### config.mk
export PLATFORM = sky130hd
export DESIGN_NAME = alu_decode
export DESIGN_NICKNAME = d
export VERILOG_FILES = /design/src/riscv_pkg.sv /design/src/alu_decode.sv
export SDC_FILE = /design/constraint.sdc
export NUM_CORES = 1
export LEC_CHECK = 0
export ABC_AREA = 0
export ABC_CLOCK_PERIOD_IN_PS = 3000
export BUFFER_PORTS_ARGS = -buffer_cell sky130_fd_sc_hd__buf_2
export CORE_AREA = 3 3 40 42
export DETAILED_ROUTE_END_ITERATION = 6
export DIE_AREA = 0 0 43 45
export PLACE_DENSITY_LB_ADDON = 0.15
export SKIP_LAST_GASP = 1
export SLEW_MARGIN = 10
export SYNTH_ARGS = -nofsm -noshare
export SYNTH_HDL_FRONTEND = slang
export SYNTH_SLANG_ARGS = --single-unit
### constraint.sdc
create_clock -name vclk -period 3
set_input_delay 0.45 -clock vclk [all_inputs]
set_output_delay 0.45 -clock vclk [all_outputs]
set_load 0.1 [all_outputs]
### src/riscv_pkg.sv
`default_nettype none

package riscv_pkg;

  typedef logic [31:0] word_t;
  typedef logic [4:0]  reg_idx_t;

  // major opcodes the buffer understands
  typedef enum logic [6:0] {
    op_imm = 7'd19,
    auipc  = 7'd23,
    op     = 7'd51,
    lui    = 7'd55
  } opcode_e;

  typedef enum logic [4:0] {
    alu_add  = 5'd0,
    alu_sub  = 5'd1,
    alu_and  = 5'd2,
    alu_or   = 5'd3,
    alu_xor  = 5'd4,
    alu_sll  = 5'd5,
    alu_srl  = 5'd6,
    alu_sra  = 5'd7,
    alu_slt  = 5'd8,
    alu_sltu = 5'd9
  } alu_op_e;

  // R-type layout, the I-type immediate overlays funct7 and rs2
  typedef struct packed {
    logic [6:0] funct7;
    reg_idx_t   rs2;
    reg_idx_t   rs1;
    logic [2:0] funct3;
    reg_idx_t   rd;
    logic [6:0] opcode;
  } instr_fields_t;

endpackage

`default_nettype wire

### src/alu_decode.sv
`default_nettype none

module alu_decode (
  input  wire riscv_pkg::word_t instr,
  output riscv_pkg::alu_op_e    alu_op,
  output riscv_pkg::word_t      alu_imm,
  output logic                  uses_imm
);

  import riscv_pkg::*;

  instr_fields_t f;
  logic          alt;
  logic          is_shift;

  assign f        = instr_fields_t'(instr);
  assign uses_imm = f.opcode == op_imm;

  // instruction bit 30 selects sub and sra
  assign alt      = f.funct7[5];
  assign is_shift = (f.funct3 == 3'b001) || (f.funct3 == 3'b101);

  always_comb begin
    case (f.funct3)
      // addi has no sub form, bit 30 is part of its immediate
      3'b000:  alu_op = (alt && f.opcode == op) ? alu_sub : alu_add;
      3'b001:  alu_op = alu_sll;
      3'b010:  alu_op = alu_slt;
      3'b011:  alu_op = alu_sltu;
      3'b100:  alu_op = alu_xor;
      3'b101:  alu_op = alt ? alu_sra : alu_srl;
      3'b110:  alu_op = alu_or;
      default: alu_op = alu_and;
    endcase
  end

  // shifts carry only shamt
  assign alu_imm = is_shift ? {27'd0, f.rs2} : {{20{instr[31]}}, instr[31:20]};

endmodule

`default_nettype wire

Word level (Yosys, flattened, before mapping)
Index checks and enable logic that the tools add are counted.
W data, S select, Z words.
{"block": "word_totals", "regBits": 0, "input_bits": 32, "out_inout_bits": 38, "word_cells": 15}
{"block": "classes", "eq_ne": 8, "muxes": 4, "reduce_logical": 3}
{"operator": "$mux W32", "count": 1}
{"operator": "$pmux W4 S7", "count": 1}
{"operator": "$eq A3 B3 Y1 const B", "count": 3}
{"operator": "$eq A7 B5 Y1 const B", "count": 1}
{"operator": "$eq A7 B6 Y1 const B", "count": 1}
{"operator": "$eq A3 B2 Y1 const B", "count": 2}
{"operator": "$eq A3 B1 Y1 const B", "count": 1}
{"operator": "$logic_not A3 Y1", "count": 1}
{"operator": "$mux W1", "count": 2}
{"operator": "$logic_and A1 B1 Y1", "count": 1}
{"operator": "$logic_or A1 B1 Y1", "count": 1}

Longest topological paths before layout
{"block": "depth", "ltp_word": 4, "ltp_mapped": 3, "ltp_nobuf": 3}

Worst setup path before layout
No wires, ideal clock.
{"block": "synth_path", "kind": "input to output", "start": "in instr[2]", "end": "out alu_op[0]", "arrival_ns": 2.332, "required_time_ns": 2.550, "path_slack_ns": 0.218, "path_stages": 3, "path_buffers": 0, "path_cell_list": "and4bb_2 -> a21oi_1 -> o221ai_1"}
{"block": "synth_via", "elab_chain_cells": 4}
{"item": "start, declared", "line_no": "alu_decode.sv:4", "text": "input wire riscv_pkg::word_t instr,"}
{"item": "$eq A7 B6 Y1", "line_no": "alu_decode.sv:26", "text": "3'b000: alu_op = (alt && f.opcode == op) ? alu_sub : alu_add;"}
{"item": "$logic_and A1 B1 Y1", "line_no": "alu_decode.sv:26"}
{"item": "$mux W1", "line_no": "alu_decode.sv:26"}
{"item": "$pmux W4 S7", "line_no": "alu_decode.sv:24", "text": "case (f.funct3)"}
{"item": "end, declared", "line_no": "alu_decode.sv:5", "text": "output riscv_pkg::alu_op_e alu_op,"}
No other way between the ends.

Final worst setup path
{"block": "layout_path", "start": "in instr[13]", "end": "out alu_imm[30]"}
{"block": "layout_via", "elab_chain_cells": 3, "elab_cells_between_ends": 4, "classes_between": "eq/ne: 2; mux: 1; reduce/logical: 1"}
{"item": "$eq A3 B1 Y1 / $eq A3 B3 Y1 (equally long branches)", "line_no": "alu_decode.sv:21", "text": "assign is_shift = (f.funct3 == 3'b001) || (f.funct3 == 3'b101);"}
{"item": "$logic_or A1 B1 Y1 (*)", "line_no": "alu_decode.sv:21"}
{"item": "$mux W32 (*)", "line_no": "alu_decode.sv:38", "text": "assign alu_imm = is_shift ? {27'd0, f.rs2} : {{20{instr[31]}}, instr[31:20]};"}
{"item": "end, declared", "line_no": "alu_decode.sv:6", "text": "output riscv_pkg::word_t alu_imm,"}
Mark *: on every way between the ends. The rest lies on a longest branch, timed or not.

==> metrics.cfg <==
[outcome]
status=finished clean

[layout]
nets=105
syn_to_final_growth_pct=20.4
multiInputGateArea_um2=138
n_fill_cell=144
drive_above_1_share_pct=73.2
antenna_cells=0
layout.cells.most_common=buf_2
nClkBuffers=0
final_cell_mix=buf_2 (49), and2_1 (7), nor2_1 (3)
seq_cell_count=0
fin_util_pct=31.5
ff_latch_area_um2=0

[sta]
rsz0062_at_grt=no
finalCritPeriodShare_pct=72.5
final.setup.tns_ns=0
fin_crit_ns=2.18
final_max_slew_viol_count=0
hold_viol=0
final-setup-viol-count=0
clock.fmax_mhz=460

[die]
die_w_um=43
rows=13
start_util_pct=26.2
core_area_mm2=0.00128
die_h_um=45
die_area_mm2=0.00194
ioPinCount=70

[global_route]
grt_pass1_vias=219
grt_max_degree=22
antenna_found_initial=0
grt_overflow_total=0
grt_pass1_wl_um=855
grt_usage_pct=5.14

[power_and_ir_drop]
p_per_area_mw_per_mm2=648
ir_drop_uv=141
power.leakage_uw=0.000269

[drt]
wl_met2_um=334
drc_errors=0
top_layer=met3
initialDrtViolationCount=0
wl_per_cell_um=8.17
postRouteAntennaNets=0
drt_wl_total_um=703
via_count=343
via_per_inst=3.99
drt-met1-wl_um=232
met3WireLength_um=136
drt_pass1_iterations=1

[placed_design]
gp_congestion=0.625
portBuffers=49

[clock_network]
cts-resized-gates=0
post_cts_buffers=0
ctsHoldBuffers=0

[setup_path]
timing_worst_setup_path_type=input pin to output port
worst-path-max-fanout=21
required_ns=2.55
cp-end-kind=output port
cp.arrival_ns=1.73
critPathLaunchType=input pin

[flow_run]
cap_violations=0

[logic_synthesis]
yosysWarnings=0
synth_area_um2=337
synth_nets=80
syn_inst=48
ys_seq_area_share_pct=0
synth_cell_types=13
postSynthAreaPerCell_um2=7.01

[worst_hold_path]
hold_path_class=input pin to output port

## layout make-up
type / count / area share [%]
repair buffers: 49 / 60.5
multi-input cells: 21 / 34.0
well taps: 15 / 4.63
inverters: 1 / 0.926
## synth_stat cells
library cell	instances	area, um2
and4bb_2	2	25.0
and2_1	7	43.8
nor2_1	3	11.3
nand2b_1	2	12.5
and3_1	1	6.26
a21oi_1	1	5.00
conb_1	1	3.75
o221ai_1	1	8.76
inv_1	1	3.75
nand3_1	1	5.00
o21a_1	1	7.51
buf_4	26	195
and2b_2	1	8.76
## worst max-delay path, stage by stage
cell and delay, ns:
buf_2 0.12, nand2b_1 0.19, and2_1 0.44, buf_2 0.52
## through the flow
stage	total power, uW	worst slack [ns]	instances	hold slack (ns)	area (um2)
floorplan	283	0.218	48	1.11	337
global placement	264	0.806	86	0.901	405
CTS	264	0.775	86	0.901	405
detailed placement	264	0.777	86	0.901	405
finish	263	0.825	86	0.900	405
global route	269	0.679	86	0.900	405
## cell families after synthesis
family | Yosys count | synth area share [%]
other | 1 | 1.11
buffers and inverters | 27 | 59.1
AND/OR/NAND/NOR | 17 | 33.5
AO/OA/AOI/OAI | 3 | 6.32
## path summary, 6_finish.rpt
path  startpoint          end  slack [ns]  cells after the start
max    instr[13]  alu_imm[30]        0.82                      4
min    instr[21]   alu_imm[1]        0.90                      0
## power breakdown
group	switching, uW	leakage, uW	internal (uW)
Sequential	0	0	0
Clock	0	0	0
Combinational	230	0.000269	32.5
Total	230	0.000269	32.5
## routing by layer
metal  vias up  GRT usage (%)
li1        173              -
met1       139           5.71
met2        31           10.5
met3         0           1.20
met4         0              0
met5         -              0
Power figures use the tool's default switching activity.
