`src/riscv_pkg.sv`:
```
`default_nettype none

package riscv_pkg;

  typedef logic [31:0] word_t;
  typedef logic [4:0]  reg_idx_t;

  // major opcodes the buffer understands
  typedef enum logic [6:0] {
    op_imm = 7'd19,
    auipc  = 7'd23,
    op     = 7'd51,
    lui    = 7'd55
  } opcode_e;

  typedef enum logic [4:0] {
    alu_add  = 5'd0,
    alu_sub  = 5'd1,
    alu_and  = 5'd2,
    alu_or   = 5'd3,
    alu_xor  = 5'd4,
    alu_sll  = 5'd5,
    alu_srl  = 5'd6,
    alu_sra  = 5'd7,
    alu_slt  = 5'd8,
    alu_sltu = 5'd9
  } alu_op_e;

  // R-type layout, the I-type immediate overlays funct7 and rs2
  typedef struct packed {
    logic [6:0] funct7;
    reg_idx_t   rs2;
    reg_idx_t   rs1;
    logic [2:0] funct3;
    reg_idx_t   rd;
    logic [6:0] opcode;
  } instr_fields_t;

endpackage

`default_nettype wire

```
`src/rob_pkg.sv`:
```
`default_nettype none

package rob_pkg;

  import riscv_pkg::*;

  typedef logic [3:0] rob_tag_t;
  // one wider than the tag so a full buffer is representable
  typedef logic [4:0] rob_count_t;

  typedef enum logic [1:0] {
    waiting = 2'd0,
    issued  = 2'd1,
    done    = 2'd2
  } entry_state_e;

  typedef struct packed {
    logic         busy;
    entry_state_e state;
    word_t        instr;
    reg_idx_t     dest;
    word_t        value;
    word_t        pc;
  } rob_entry_t;

  typedef struct packed {
    logic     pending;
    rob_tag_t tag;
    word_t    value;
  } operand_t;

  typedef struct packed {
    logic     valid;
    alu_op_e  alu_op;
    operand_t j;
    operand_t k;
    rob_tag_t dest;
  } rs_packet_t;

  typedef struct packed {
    logic     valid;
    rob_tag_t tag;
    word_t    value;
  } cdb_t;

  typedef struct packed {
    logic     valid;
    reg_idx_t dest;
    word_t    value;
    rob_tag_t tag;
  } commit_t;

  typedef struct packed {
    logic     pending;
    rob_tag_t tag;
    word_t    value;
  } reg_status_t;

  // complete set means the entry finished at dispatch
  typedef struct packed {
    logic     valid;
    rob_tag_t tag;
    logic     complete;
    word_t    value;
  } dispatch_mark_t;

  typedef struct packed {
    logic     valid;
    reg_idx_t rd;
    rob_tag_t tag;
  } rename_t;

endpackage

`default_nettype wire

```
`src/rename_regfile.sv`:
```
`default_nettype none

module rename_regfile (
  input  wire                      clk,
  input  wire                      rst,
  input  wire riscv_pkg::reg_idx_t rd_a_idx,
  output rob_pkg::reg_status_t     rd_a,
  input  wire riscv_pkg::reg_idx_t rd_b_idx,
  output rob_pkg::reg_status_t     rd_b,
  input  wire rob_pkg::rename_t    rename,
  input  wire rob_pkg::commit_t    commit
);

  import rob_pkg::*;

  // architectural value plus the tag of the youngest writer
  reg_status_t regs [32];

  assign rd_a = regs[rd_a_idx];
  assign rd_b = regs[rd_b_idx];

  always_ff @(posedge clk) begin
    if (rst) begin
      for (int i = 0; i < 32; i++) begin
        regs[i] <= '0;
      end
    end else begin
      if (commit.valid && commit.dest != '0) begin
        regs[commit.dest].value <= commit.value;
        // a younger writer keeps the register pending
        if (regs[commit.dest].tag == commit.tag) begin
          regs[commit.dest].pending <= 1'b0;
        end
      end
      // later assignment, so a same-cycle rename wins over commit
      if (rename.valid && rename.rd != '0) begin
        regs[rename.rd].pending <= 1'b1;
        regs[rename.rd].tag     <= rename.tag;
      end
    end
  end

  a_x0_never_pending: assert property (@(posedge clk) disable iff (rst)
    !regs[0].pending)
    else $error("x0 marked pending");

endmodule

`default_nettype wire

```
`config.mk`:
```
export PLATFORM = sky130hd
export DESIGN_NAME = rename_regfile
export DESIGN_NICKNAME = d
export VERILOG_FILES = /design/src/riscv_pkg.sv /design/src/rob_pkg.sv /design/src/rename_regfile.sv
export SDC_FILE = /design/constraint.sdc
export NUM_CORES = 2
export LEC_CHECK = 0
export BUFFER_PORTS_ARGS = -buffer_cell sky130_fd_sc_hd__buf_2
export CAP_MARGIN = 25
export CORE_UTILIZATION = 50
export CTS_CLUSTER_DIAMETER = 30
export DETAILED_ROUTE_END_ITERATION = 8
export PLACE_DENSITY = 0.66
export SYNTH_ARGS = -nofsm -noshare
export SYNTH_HDL_FRONTEND = slang
export SYNTH_SLANG_ARGS = --single-unit
```
`constraint.sdc`:
```
create_clock -name clk -period 7.2 [get_ports clk]
set_input_delay 0 -clock clk [delete_from_list [all_inputs] [get_ports clk]]
set_output_delay 0 -clock clk [all_outputs]
set_load 0.02 [all_outputs]
```
Word-level counts from Yosys, hierarchy flattened
Memories as Yosys holds them, arrays and structs flattened.
Cells that the tools add are included.
W data, S select, Z words.
Storage, ports and cells
  register bits: 0
  bits in writable memories: 1184
  bits of input ports: 64
  output and inout bits: 74
  logic and storage cells: 26
  memories kept: 1
Operators by class
  equality and inequality tests: 1
  mux-type cells: 18
  reduce and logical (&&, ||, !) cells: 6
Memory list
  regs: words 32, bits a word 37, read ports 3, clocked after memory_dff 0, wr ports 32, RTL line rename_regfile.sv:17  | reg_status_t regs [32];
Operator list (count)
  $mux W37: 2
  $reduce_or A37 Y1: 2
  $mux W1: 12
  $mux W5: 2
  $reduce_bool A5 Y1: 2
  $eq A4 B4 Y1: 1
  $mux W3: 1
  $logic_and A1 B1 Y1: 2
  $mux W2: 1

Logic depth before layout (Yosys ltp)
An unclocked memory read counts as a cell.
  word-level depth: 8
  gate-level depth with buffers: 11
  mapped depth without buffers: 7

Worst setup path after synthesis
OpenSTA, ideal clock, no wires.
  kind: in2reg
  start: input port commit[37] (netlist bit)
  end: memory regs[13][0] (netlist bit), enable pin
  setup time: 0.466 ns
  arrival time: 3.528 ns
  required time: 6.734 ns
  path slack: 3.206 ns
  stages: 8
  path buffers: 5
  cell sequence: buf_4 buf_6 buf_2 nand2b_1 or2_1 buf_4 buf_2 o21ai_0
RTL lines
  start, declared: RTL line rename_regfile.sv:11  | input wire rob_pkg::commit_t commit
  end, declared: RTL line rename_regfile.sv:17

==> impl_metrics.py <==
metrics = {
    "power": {
        "leakagePower_nw": 26.2,
        "ir_drop_mv": 0.258,
        "powerDensity_nw_per_um2": 292,
        "switchingPower_w": 0.00524,
        "pwr-share-seq": 0.368,
        "p_int_w": 0.0170,
        "p_comb_frac": 0.098,
        "clkPwrFrac": 0.535,
        "p_sw_frac": 0.236,
    },
    "global_routing": {
        "grt_pass1_vias": 39800,
        "grt_usage": 0.315,
        "grt_max_degree": 105,
        "antenna_found_initial": 7,
        "grt_pass1_wl_mm": 288,
        "gr-total-overflow": 0,
    },
    "setup_path": {
        "critPathRequiredTime_ps": 7960,
        "slowest_stage": "dlygate4sd3_1",
        "cp.arrival_ps": 4610,
        "start_kind": "input port",
        "endpoint_kind": "flop",
        "path_cells": "dlygate4sd3_1, buf_4, buf_4, mux4_2, a211oi_1, nand3_1, xor2_1, nor3_4, dlygate4sd3_1, a21oi_1, dlygate4sd3_1",
        "cp_num_buf_inv": 5,
        "critical-path-top-delay-family": "buffers and inverters",
        "worstSetupPathType": "in2reg",
        "path_common_cell": "dlygate4sd3_1",
        "cp_slowest_stage_delay_ps": 840,
        "cp_max_fo": 41,
    },
    "clock_tree": {
        "cts_tree": "built",
        "hold_buffers": 51,
        "cts_num_sinks": 1184,
        "clk_pin_slew_ps": 50,
        "cts_root_buf": "clkbuf_16",
        "cts_buffers": 279,
        "insertion_delay_ps": 880,
        "ctsResizeCount": 0,
        "htreeDepth": 5,
        "postCtsSetupBuffers": 0,
        "clock_path_buffers": 4,
    },
    "timing": {
        "slew_violations": 0,
        "max_freq_ghz": 0.260,
        "setup_viol": 0,
        "tightestPinTransition_ps": 1100,
        "min_period_ps": 3850,
        "finalClockSkew_ps": 41.7,
        "setup_tns_ps": 0,
        "slew_headroom": 0.267,
        "hold_violations": 0,
        "rsz0062_at_grt": "false",
        "period_share": 0.535,
    },
    "worst_hold_path": {
        "hp-class": "in2reg",
    },
    "logic_synthesis": {
        "synth_top_cells_by_area": "edfxtp_1 54%, mux4_2 26%, and2_1 11%",
        "yosysUniqueCellTypes": 48,
        "ys_warn_count": 0,
        "synth_seq_area_share": 0.550,
        "synth_area_um2": 64100,
        "yosys.area.top_type": "edfxtp_1",
        "synth_area_per_cell_um2": 16.3,
        "yosysTopAreaCellShare": 0.540,
        "synth_cells": 3939,
        "ys_ff_latch": 1184,
    },
    "cells_and_area": {
        "fillers": 9077,
        "area_delta_synth_final_pct": 18.6,
        "top_regs": "regs (1184)",
        "largest-register": "regs",
        "final_cells": 5961,
        "nets": 4178,
        "largest_reg_flops": 1184,
        "final_layout_size_suffix_gt1_frac": 0.356,
    },
    "die": {
        "die_h_um": 360,
        "boundaryPins": 138,
        "initial_core_util": 0.507,
        "dieWidth_um": 360,
        "dieArea_um2": 130000,
        "fp-row-count": 130,
        "core_um2": 126000,
    },
    "drt": {
        "wl_per_cell_um": 34.0,
        "drtAntennaViolNets": 0,
        "drc_errors": 0,
        "drt-initial-drc-count": 5666,
        "num_vias": 39600,
        "dr.pass1.iters": 5,
        "viasPerCell": 6.64,
        "drt-total-wl_mm": 203,
    },
    "placed_design": {
        "globalplace.congestion": 0.903,
        "port_buffers": 137,
        "hpwlAfterDp_mm": 114,
        "dpl.cell_count": 5427,
    },
    "outcome": {
        "outcome": "finished clean",
    },
    "run": {
        "max_cap_viol_count": 0,
    },
}
-- per-stage QoR --
step	hold WS, ps	instance area [um^2]	total power, W	util	setup slack [ps]
2_1_floorplan	71.6	64200	0.00964	-	3210
3_3_place_gp	464	66500	0.0104	0.526	3500
3_5_place_dp	461	66600	0.0104	0.527	3470
4_1_cts	48.9	75900	0.0222	0.600	3500
5_1_grt	136	76000	0.0227	0.601	3230
6_report	146	76000	0.0222	0.601	3350
-- cell families after synthesis --
family | count (synthesis) | synth area share
other | 1 | 0.0000585
DFF | 1184 | 0.550
buffers and inverters | 429 | 0.0292
AOI/OAI and AO/OA | 159 | 0.0138
xor gates and xnor gates | 4 | 0.000664
and+or+nand+nor | 1288 | 0.123
muxes | 874 | 0.283
-- tightest hold or removal path: stages --
cell     delay, ps
buf_2          440
or3_1          290
nor4_1          90
a21oi_1        150
-- cells in the final DEF, fill, tap and decap left out, types with 8 or more instances in the layout --
cell and n:
clkinv_4 12, and2_1 1116, buf_4 89, clkinv_1 39, mux2i_1 56, o22ai_1 16, conb_1 36, inv_6 10
o21ai_4 30, clkbuf_16 284, mux2_2 74, edfxtp_1 1152, nand2b_1 8, buf_12 9, o21ai_0 33, a21oi_1 63
buf_2 127, clkinvlp_4 29, dfxtp_1 32, clkbuf_1 29, dlygate4sd3_1 52, mux4_2 744, clkinv_2 42, nor2_1 39
bufinv_16 24, nand3b_1 10, nand2_1 10, nor2_4 30, nor4_1 30
-- layer usage --
metal	track usage	part of all wire	vias to the layer above
met4	0.127	0.039	2
met3	0.0764	0.11	442
met1	0.432	0.38	20700
met5	0	0.000054	-
met2	0.486	0.47	2602
li1	-	-	15800
-- power by group through the flow --
stage	combinational (W)	sequential (W)	clock (W)
global route	0.00225	0.00820	0.0123
global placement	0.00211	0.00825	0
floorplan	0.00144	0.00820	0
finish	0.00217	0.00817	0.0119
detailed placement	0.00212	0.00827	0
CTS	0.00215	0.00816	0.0119
-- synthesized netlist by cell type (all sizes together) --
| cell type | n |
|---|---|
| a211oi | 2 |
| a21oi | 63 |
| a22oi | 2 |
| a2bb2oi | 2 |
| and2 | 1116 |
| buf | 119 |
| clkbuf | 309 |
| conb | 1 |
| dfxtp | 32 |
| edfxtp | 1152 |
| inv | 1 |
| mux2 | 74 |
| mux2i | 56 |
| mux4 | 744 |
| nand2 | 11 |
| nand2b | 8 |
| nand3 | 6 |
| nand3b | 10 |
| nand4 | 2 |
| nand4b | 3 |
| nand4bb | 1 |
| nor2 | 69 |
| nor2b | 5 |
| nor3 | 7 |
| nor3b | 2 |
| nor4 | 31 |
| o2111ai | 1 |
| o21ai | 63 |
| o221ai | 1 |
| o22a | 1 |
| o22ai | 16 |
| o32a | 2 |
| o32ai | 6 |
| or2 | 3 |
| or3 | 4 |
| or3b | 3 |
| or4 | 3 |
| or4b | 2 |
| or4bb | 2 |
| xor2 | 4 |
-- final cells by class --
class | instances | area, um^2 | share of cell area
antenna | 2 | 5.00 | 0.0000659
clock buffer | 318 | 7280 | 0.0959
clock inverter | 158 | 1510 | 0.0198
inverter | 1 | 6.26 | 0.0000823
multi-input combinational | 2361 | 27700 | 0.365
sequential | 1184 | 35200 | 0.464
tap | 1650 | 2060 | 0.0272
timing repair buffer | 287 | 2180 | 0.0287
-- worst paths after layout --
| kind | startpoint | to | slack, ps | cells past startpoint |
|---|---|---|---|---|
| min reg2reg | regs[0][36] | regs[0][36] | 490 | 1 |
| max | commit[37] | regs[22][36] | 3350 | 11 |
| max reg2reg | regs[9][32] | regs[22][36] | 3760 | 8 |
| min | commit[38] | regs[1][36] | 150 | 4 |
No activity file was read; power rests on OpenSTA's default activity.
