`config.mk`:
```
export PLATFORM = sky130hd
export DESIGN_NAME = rob_entries
export DESIGN_NICKNAME = d
export VERILOG_FILES = /design/src/riscv_pkg.sv /design/src/rob_pkg.sv /design/src/rob_entries.sv
export SDC_FILE = /design/constraint.sdc
export NUM_CORES = 2
export LEC_CHECK = 0
export BUFFER_PORTS_ARGS = -buffer_cell sky130_fd_sc_hd__buf_2
export CAP_MARGIN = 40
export CORE_AREA = 2 2 726 728
export DETAILED_ROUTE_END_ITERATION = 8
export DIE_AREA = 0 0 728 730
export RECOVER_POWER = 100
export REMOVE_ABC_BUFFERS = 1
export SLEW_MARGIN = 30
export SYNTH_ARGS = -nofsm -noshare
export SYNTH_HDL_FRONTEND = slang
export SYNTH_SLANG_ARGS = --single-unit
```
`constraint.sdc`:
```
create_clock -name clk -period 33.6 [get_ports clk]
set_input_delay 0 -clock clk [delete_from_list [all_inputs] [get_ports clk]]
set_output_delay 0 -clock clk [all_outputs]
set_load 0.01 [all_outputs]
```
`src/riscv_pkg.sv`:
```
`default_nettype none

package riscv_pkg;

  typedef logic [31:0] word_t;
  typedef logic [4:0]  reg_idx_t;

  // major opcodes the buffer understands
  typedef enum logic [6:0] {
    op_imm = 7'd19,
    auipc  = 7'd23,
    op     = 7'd51,
    lui    = 7'd55
  } opcode_e;

  typedef enum logic [4:0] {
    alu_add  = 5'd0,
    alu_sub  = 5'd1,
    alu_and  = 5'd2,
    alu_or   = 5'd3,
    alu_xor  = 5'd4,
    alu_sll  = 5'd5,
    alu_srl  = 5'd6,
    alu_sra  = 5'd7,
    alu_slt  = 5'd8,
    alu_sltu = 5'd9
  } alu_op_e;

  // R-type layout, the I-type immediate overlays funct7 and rs2
  typedef struct packed {
    logic [6:0] funct7;
    reg_idx_t   rs2;
    reg_idx_t   rs1;
    logic [2:0] funct3;
    reg_idx_t   rd;
    logic [6:0] opcode;
  } instr_fields_t;

endpackage

`default_nettype wire

```
`src/rob_pkg.sv`:
```
`default_nettype none

package rob_pkg;

  import riscv_pkg::*;

  typedef logic [3:0] rob_tag_t;
  // one wider than the tag so a full buffer is representable
  typedef logic [4:0] rob_count_t;

  typedef enum logic [1:0] {
    waiting = 2'd0,
    issued  = 2'd1,
    done    = 2'd2
  } entry_state_e;

  typedef struct packed {
    logic         busy;
    entry_state_e state;
    word_t        instr;
    reg_idx_t     dest;
    word_t        value;
    word_t        pc;
  } rob_entry_t;

  typedef struct packed {
    logic     pending;
    rob_tag_t tag;
    word_t    value;
  } operand_t;

  typedef struct packed {
    logic     valid;
    alu_op_e  alu_op;
    operand_t j;
    operand_t k;
    rob_tag_t dest;
  } rs_packet_t;

  typedef struct packed {
    logic     valid;
    rob_tag_t tag;
    word_t    value;
  } cdb_t;

  typedef struct packed {
    logic     valid;
    reg_idx_t dest;
    word_t    value;
    rob_tag_t tag;
  } commit_t;

  typedef struct packed {
    logic     pending;
    rob_tag_t tag;
    word_t    value;
  } reg_status_t;

  // complete set means the entry finished at dispatch
  typedef struct packed {
    logic     valid;
    rob_tag_t tag;
    logic     complete;
    word_t    value;
  } dispatch_mark_t;

  typedef struct packed {
    logic     valid;
    reg_idx_t rd;
    rob_tag_t tag;
  } rename_t;

endpackage

`default_nettype wire

```
`src/rob_entries.sv`:
```
`default_nettype none

module rob_entries #(
  parameter int DEPTH = 16
) (
  input  wire                          clk,
  input  wire                          rst,
  input  wire                          in_valid,
  input  wire riscv_pkg::word_t        in_instr,
  input  wire riscv_pkg::word_t        in_pc,
  output logic                         in_ready,
  input  wire rob_pkg::cdb_t           cdb,
  input  wire rob_pkg::dispatch_mark_t dispatch_mark,
  output rob_pkg::rob_entry_t          entries [DEPTH],
  output rob_pkg::rob_tag_t            head,
  output rob_pkg::rob_tag_t            tail,
  output rob_pkg::commit_t             commit
);

  import rob_pkg::*;

  rob_count_t count;
  logic       enq;
  logic       retire;

  function automatic rob_tag_t next_ptr(rob_tag_t p);
    return (p == rob_tag_t'(DEPTH - 1)) ? rob_tag_t'(0) : rob_tag_t'(p + 1'b1);
  endfunction

  assign in_ready = count < rob_count_t'(DEPTH);
  assign enq      = in_valid && in_ready;
  // head retires once its result is in
  assign retire   = (count != '0) && (entries[head].state == done);

  always_ff @(posedge clk) begin
    if (rst) begin
      head         <= '0;
      tail         <= '0;
      count        <= '0;
      commit.valid <= 1'b0;
      for (int i = 0; i < DEPTH; i++) begin
        entries[i].busy  <= 1'b0;
        entries[i].state <= waiting;
      end
    end else begin
      if (cdb.valid) begin
        entries[cdb.tag].state <= done;
        entries[cdb.tag].value <= cdb.value;
      end

      // bus and dispatch never name the same entry
      if (dispatch_mark.valid) begin
        entries[dispatch_mark.tag].state <= dispatch_mark.complete ? done : issued;
        if (dispatch_mark.complete) begin
          entries[dispatch_mark.tag].value <= dispatch_mark.value;
        end
      end

      if (enq) begin
        entries[tail].busy  <= 1'b1;
        entries[tail].state <= waiting;
        entries[tail].instr <= in_instr;
        entries[tail].dest  <= in_instr[11:7];
        entries[tail].value <= '0;
        entries[tail].pc    <= in_pc;
        tail                <= next_ptr(tail);
      end

      // state stays done after retire so stale tags still forward
      commit.valid <= retire;
      if (retire) begin
        entries[head].busy <= 1'b0;
        commit.dest        <= entries[head].dest;
        commit.value       <= entries[head].value;
        commit.tag         <= head;
        head               <= next_ptr(head);
      end

      count <= count + rob_count_t'(enq) - rob_count_t'(retire);
    end
  end

  a_no_enq_full: assert property (@(posedge clk) disable iff (rst)
    enq |-> !entries[tail].busy)
    else $error("enqueue over a live entry of a full buffer");

  a_cdb_issued: assert property (@(posedge clk) disable iff (rst)
    cdb.valid |-> entries[cdb.tag].busy && entries[cdb.tag].state == issued)
    else $error("bus write-back to an entry that is not issued");

endmodule

`default_nettype wire

```
; Word-level counts from Yosys, hierarchy flattened
; Index checks and enable logic that the tools add are counted.
[totals]
inputBits = 142
elab_cells = 179
output_inout_bits = 1715
regBits = 1719
[op_classes]
n_eq_ne = 3
bitwise_logic = 5
reduce_logical = 8
n_lt_le_gt_ge = 9
addsub = 4
n_mux = 47
[op_table]
columns = cell, n
row1 = 1664-bit bitwise mux, 11
row2 = 1664-bit 2-to-1 mux, 8
row3 = 104-bit demux with 4-bit select, 11
row4 = 103-bit 2-to-1 mux, 5
row5 = 104-bit binary-select mux with 4-bit select, 1
row6 = 104-bit 2-to-1 mux, 2
row7 = 64-bit 2-to-1 mux, 3
row8 = 101-bit 2-to-1 mux, 1
row9 = 69-bit 2-to-1 mux, 1
row10 = 32-bit 2-to-1 mux, 1
row11 = "5-bit >= comparator, second input constant", 4
row12 = "5-bit by 1-bit < comparator with 1-bit output, second input constant", 4
row13 = 4-bit inverter with 5-bit output, 4
row14 = "4-bit by 1-bit adder with 4-bit output, second input constant", 2
row15 = "4-bit == test, second input constant", 2
row16 = 4-bit 2-to-1 mux, 2
row17 = 1-bit logical AND, 6
row18 = 5-bit by 1-bit adder with 5-bit output, 1
row19 = "5-bit < comparator, second input constant", 1
row20 = 5-bit nonzero test, 1
row21 = 5-bit by 1-bit subtractor with 5-bit output, 1
row22 = "2-bit == test, second input constant", 1
row23 = 2-bit 2-to-1 mux, 1
row24 = 2-bit AND reduction, 1
row25 = 1-bit inverter, 1

; Longest topological paths before layout
[depth]
word_depth = 24
mapped_depth = 17
mapped_depth_nobuf = 16

; Least setup slack after synthesis
; No wires, ideal clock.
[synth_timing]
path_kind = input to register
start = input rst
end = register with a tool-made name
arrival_time_ps = 17135
required_ps = 33171
path_buffers = 2
stages = 4
setup_slack_ps = 16035
setup_time_ps = 429
cell_sequence = clkbuf_1 -> inv_1 -> clkbuf_1 -> and3_1
[synth_lines]
columns = element, line_no
row1 = "start, declared", rob_entries.sv:7  ; input wire rst,

; Worst setup path after layout
[layout_timing]
start = input rst
end = register entries[552] (netlist bit) (enable)
[layout_lines]
columns = element, line_no
row1 = "end, declared", rob_entries.sv:14  ; output rob_pkg::rob_entry_t entries [DEPTH],
; No word-level cell between the ends.

==> metrics.md <==
| Metric | Value |
|---|---|
| WS Path Type | `input port to flip-flop` |
| CP arrival | `around 17 ns` |
| Seq/Total Area, Yosys | `between 70% and 80%` |
| Fill cells | `roughly 58,000` |
| Die area | `531,000 um2` |
| Vias/cell | `around 3.8` |
| Vias in the first global route | `about 48,000` |
| Compound-gate portion of the synthesized area | `around 6.4%` |
| CTS root buffer | `clkbuf_16` |
| DRT Wirelength | `424,000 um` |
| First-pass GRT wire length | `529,000 um` |
| Total number of vias | `approximately 50,000` |
| TritonCTS Buffers | `192` |
| Mean Syn Cell Area | `about 16 um2` |
| Layout Skew | `~0.087 ns` |
| CTS Sinks | `between 1,500 and 2,000` |
| Unique masters post-synth | `51` |
| Post-synthesis instance area | `around 68,000 um2` |
| Finished layout cell area | `91,300 um2` |
| Clock slew at reported path FFs | `approximately 0.060 ns` |
| Worst hold path class | `input port to flip-flop` |
| Die height | `~730 um` |
| Maximum clock rate | `between 50 and 60 MHz` |
| Detailed Place HPWL | `between 300,000 and 400,000 um` |
| Largest net degree at the start of global routing | `around 170` |
| Worst IR Drop VDD | `around 41 uV` |
| DRC viols | `0` |
| Minimum clock period | `16.73 ns` |
| Post-route ant nets | `0` |
| Area added between synthesis and finish | `34.4%` |
| Ratio of cells with drive above 1 in the final layout | `about a tenth` |
| Highest routed layer | `met5` |
| Relative slew margins | `-378%` |
| Final Slew Violations | `between 2,000 and 3,000` |
| Most frequent cells in the layout | `clkbuf_1 (1,890), edfxtp_1 (1,577), nor2_1 (557), a211oi_1 (522), mux2i_1 (514)` |
| # setup viols final | `0` |
| Initial Util | `between 10% and 20%` |
| RSZ-0062 raised after global routing | `no` |
| Htree depth | `4` |
| MaxCap Viol Count | `~110` |
| Startpoint types | `input port` |
| Worst setup EP type | `flip-flop` |
| Routability cong. | `0.839` |
| CTS tree | `done` |
| Top post-synthesis cells by area | `edfxtp_1 (70%), mux2i_1 (7.6%), mux4_2 (6.4%), a211oi_1 (5.8%), nor2_1 (3.1%)` |
| Pwr Density | `roughly 55 nW/um2` |
| Synth top area share | `a little over two thirds` |
| Period Utilization, post-route | `between 40% and 50%` |
| Xor/xnor share of the synthesized area | `less than 1%` |
| Later-pin clock latency in the skew report | `~0.90 ns` |
| Top fanout value on the critical path | `118` |
| Met2 wire length | `approximately 210,000 um` |
| WL met3 | `a little over 40,000 um` |
| Failing checks | `capacitance limit, slew limit` |
| Commonest non-fill, non-tap cell in the layout | `clkbuf_1` |
| Outcome | `finished with violations` |
| Row count | `roughly 270` |
| Largest family of logic cells by synthesized area | `multiplexers` |
| Die width | `approximately 730 um` |
| Asr flop ratio synth | `0%` |
| WP data required | `about 34 ns` |
| Global Route Usage Sum | `15.1%` |
| Fraction of synthesized area in multiplexers | `approximately 14%` |
| Final total power | `slightly above 0.005 W` |
| Initial antenna violation count | `just over 50` |
| Layout Cells excl Fill | `between 10,000 and 15,000` |
| Final nets | `6,250` |
| Top_reg_cell synth | `edfxtp_1` |
| CTS Hold Buffers Added | `around 200` |
| Resized cells post-CTS | `0` |
| Final Hold Vio Count | `0` |
| Simple-gate share of the synthesized area | `between 4 and 5%` |
| YS warnings | `0` |
| Mean routed wirelength per cell | `~32 um` |
| Register bit total from synthesis | `approximately 1,600` |
| Cells after DPL | `between 10,000 and 15,000` |
| CTS max path bufs | `4` |
| Yosys top cell by area | `edfxtp_1` |
| Router iterations before antenna repair | `6` |
| Overflow left after global routing | `0` |
| Core area | `roughly 520,000 um2` |
| Adder-cell share of the synthesized area | `less than 1%` |
| Setup Fix Bufs, Post-CTS | `0` |
| # IOs | `about 1,900` |
| Initial drt markers | `roughly 6,600` |
| Mapped Cells | `4,150` |
| Worst Tran Pin Value | `just over 7 ns` |
| Core Util, Final | `between 10% and 20%` |
| Leakage | `28.0 nW` |
| Post-DP Area | `86,100 um2` |
| IO buf count | `1,856` |
| Post-synth EDFFs | `1,577` |
| Fin Setup TNS | `0 ns` |
| M1 WL | `148,000 um` |
==> metal layers <==
metal | track usage, % | vias up
li1 | - | 20201
met1 | 16.9 | 26255
met2 | 26.0 | 3653
met3 | 4.33 | 821
met4 | 7.88 | 16
met5 | 0 | -
==> cell families after synthesis <==
family / count (synthesis)
buf+inv: 481
compound gates: 592
flops: 1639
fa+ha+maj: 15
xor+xnor: 5
simple gates: 708
mux: 710
==> per-stage QoR <==
| step | hold slack (ns) | setup WS, ns |
|---|---|---|
| floorplan | 0.0667 | 20.54 |
| global placement | 0.392 | 28.14 |
| detailed placement | 0.402 | 28.59 |
| CTS | 0.00241 | 28.59 |
| global route | 0.211 | 15.91 |
| finish | 0.248 | 16.87 |
==> final timing paths <==
path | start | to | slack, ns | depth (start not counted)
setup reg to reg | head[0]$_SDFFE_PP0N_ | commit[22]$_DFFE_PP_ | 23.22 | 5
setup / recovery | rst | entries[552]$_DFFE_PN_ | 16.87 | 9
hold / removal | dispatch_mark[24] | entries[1512]$_DFFE_PN_ | 0.25 | 4
hold reg to reg | entries[207]$_SDFF_PP0_ | entries[207]$_SDFF_PP0_ | 0.51 | 2
==> final cells by class <==
class	count	area (um2)	area share, %
antenna	47	118	0.129
clock buffer	226	4930	5.40
clock inverter	119	1340	1.46
inverter	19	72.6	0.0794
multi-input combinational	2030	17300	19.0
sequential	1639	48600	53.2
tap	6968	8720	9.54
timing repair buffer	2211	10200	11.2
==> critical path, stage by stage <==
cell and delay, ns:
dlygate4sd3_1 0.55, clkbuf_1 0.28, clkinvlp_2 1.58, clkbuf_1 2.73, clkbuf_1 1.54, clkbuf_1 1.38
clkbuf_1 1.58, clkbuf_1 2.09, clkbuf_1 4.92
==> power breakdown <==
| part | leakage [nW] | switching, W | total, W | internal (W) |
|---|---|---|---|---|
| sequential | 15.1 | 0.0000751 | 0.00241 | 0.00234 |
| combinational | 9.84 | 0.000331 | 0.000479 | 0.000147 |
| clock | 3.01 | 0.000938 | 0.00214 | 0.00121 |
| total | 28.0 | 0.00134 | 0.00504 | 0.00369 |
==> synth_stat cells, types with 8 or more instances <==
cell	n
nand3_1	9
and2_1	17
a21oi_1	20
inv_1	19
a211oi_1	522
o22ai_1	8
edfxtp_1	1577
buf_4	83
buf_1	66
nor2_1	563
mux4_2	192
mux2i_1	514
nand2_1	26
clkbuf_1	229
a311oi_1	12
nor3_1	22
buf_2	80
ha_1	14
dfxtp_1	62
and3_1	17
o21ai_0	21
Power figures use the tool's default switching activity.
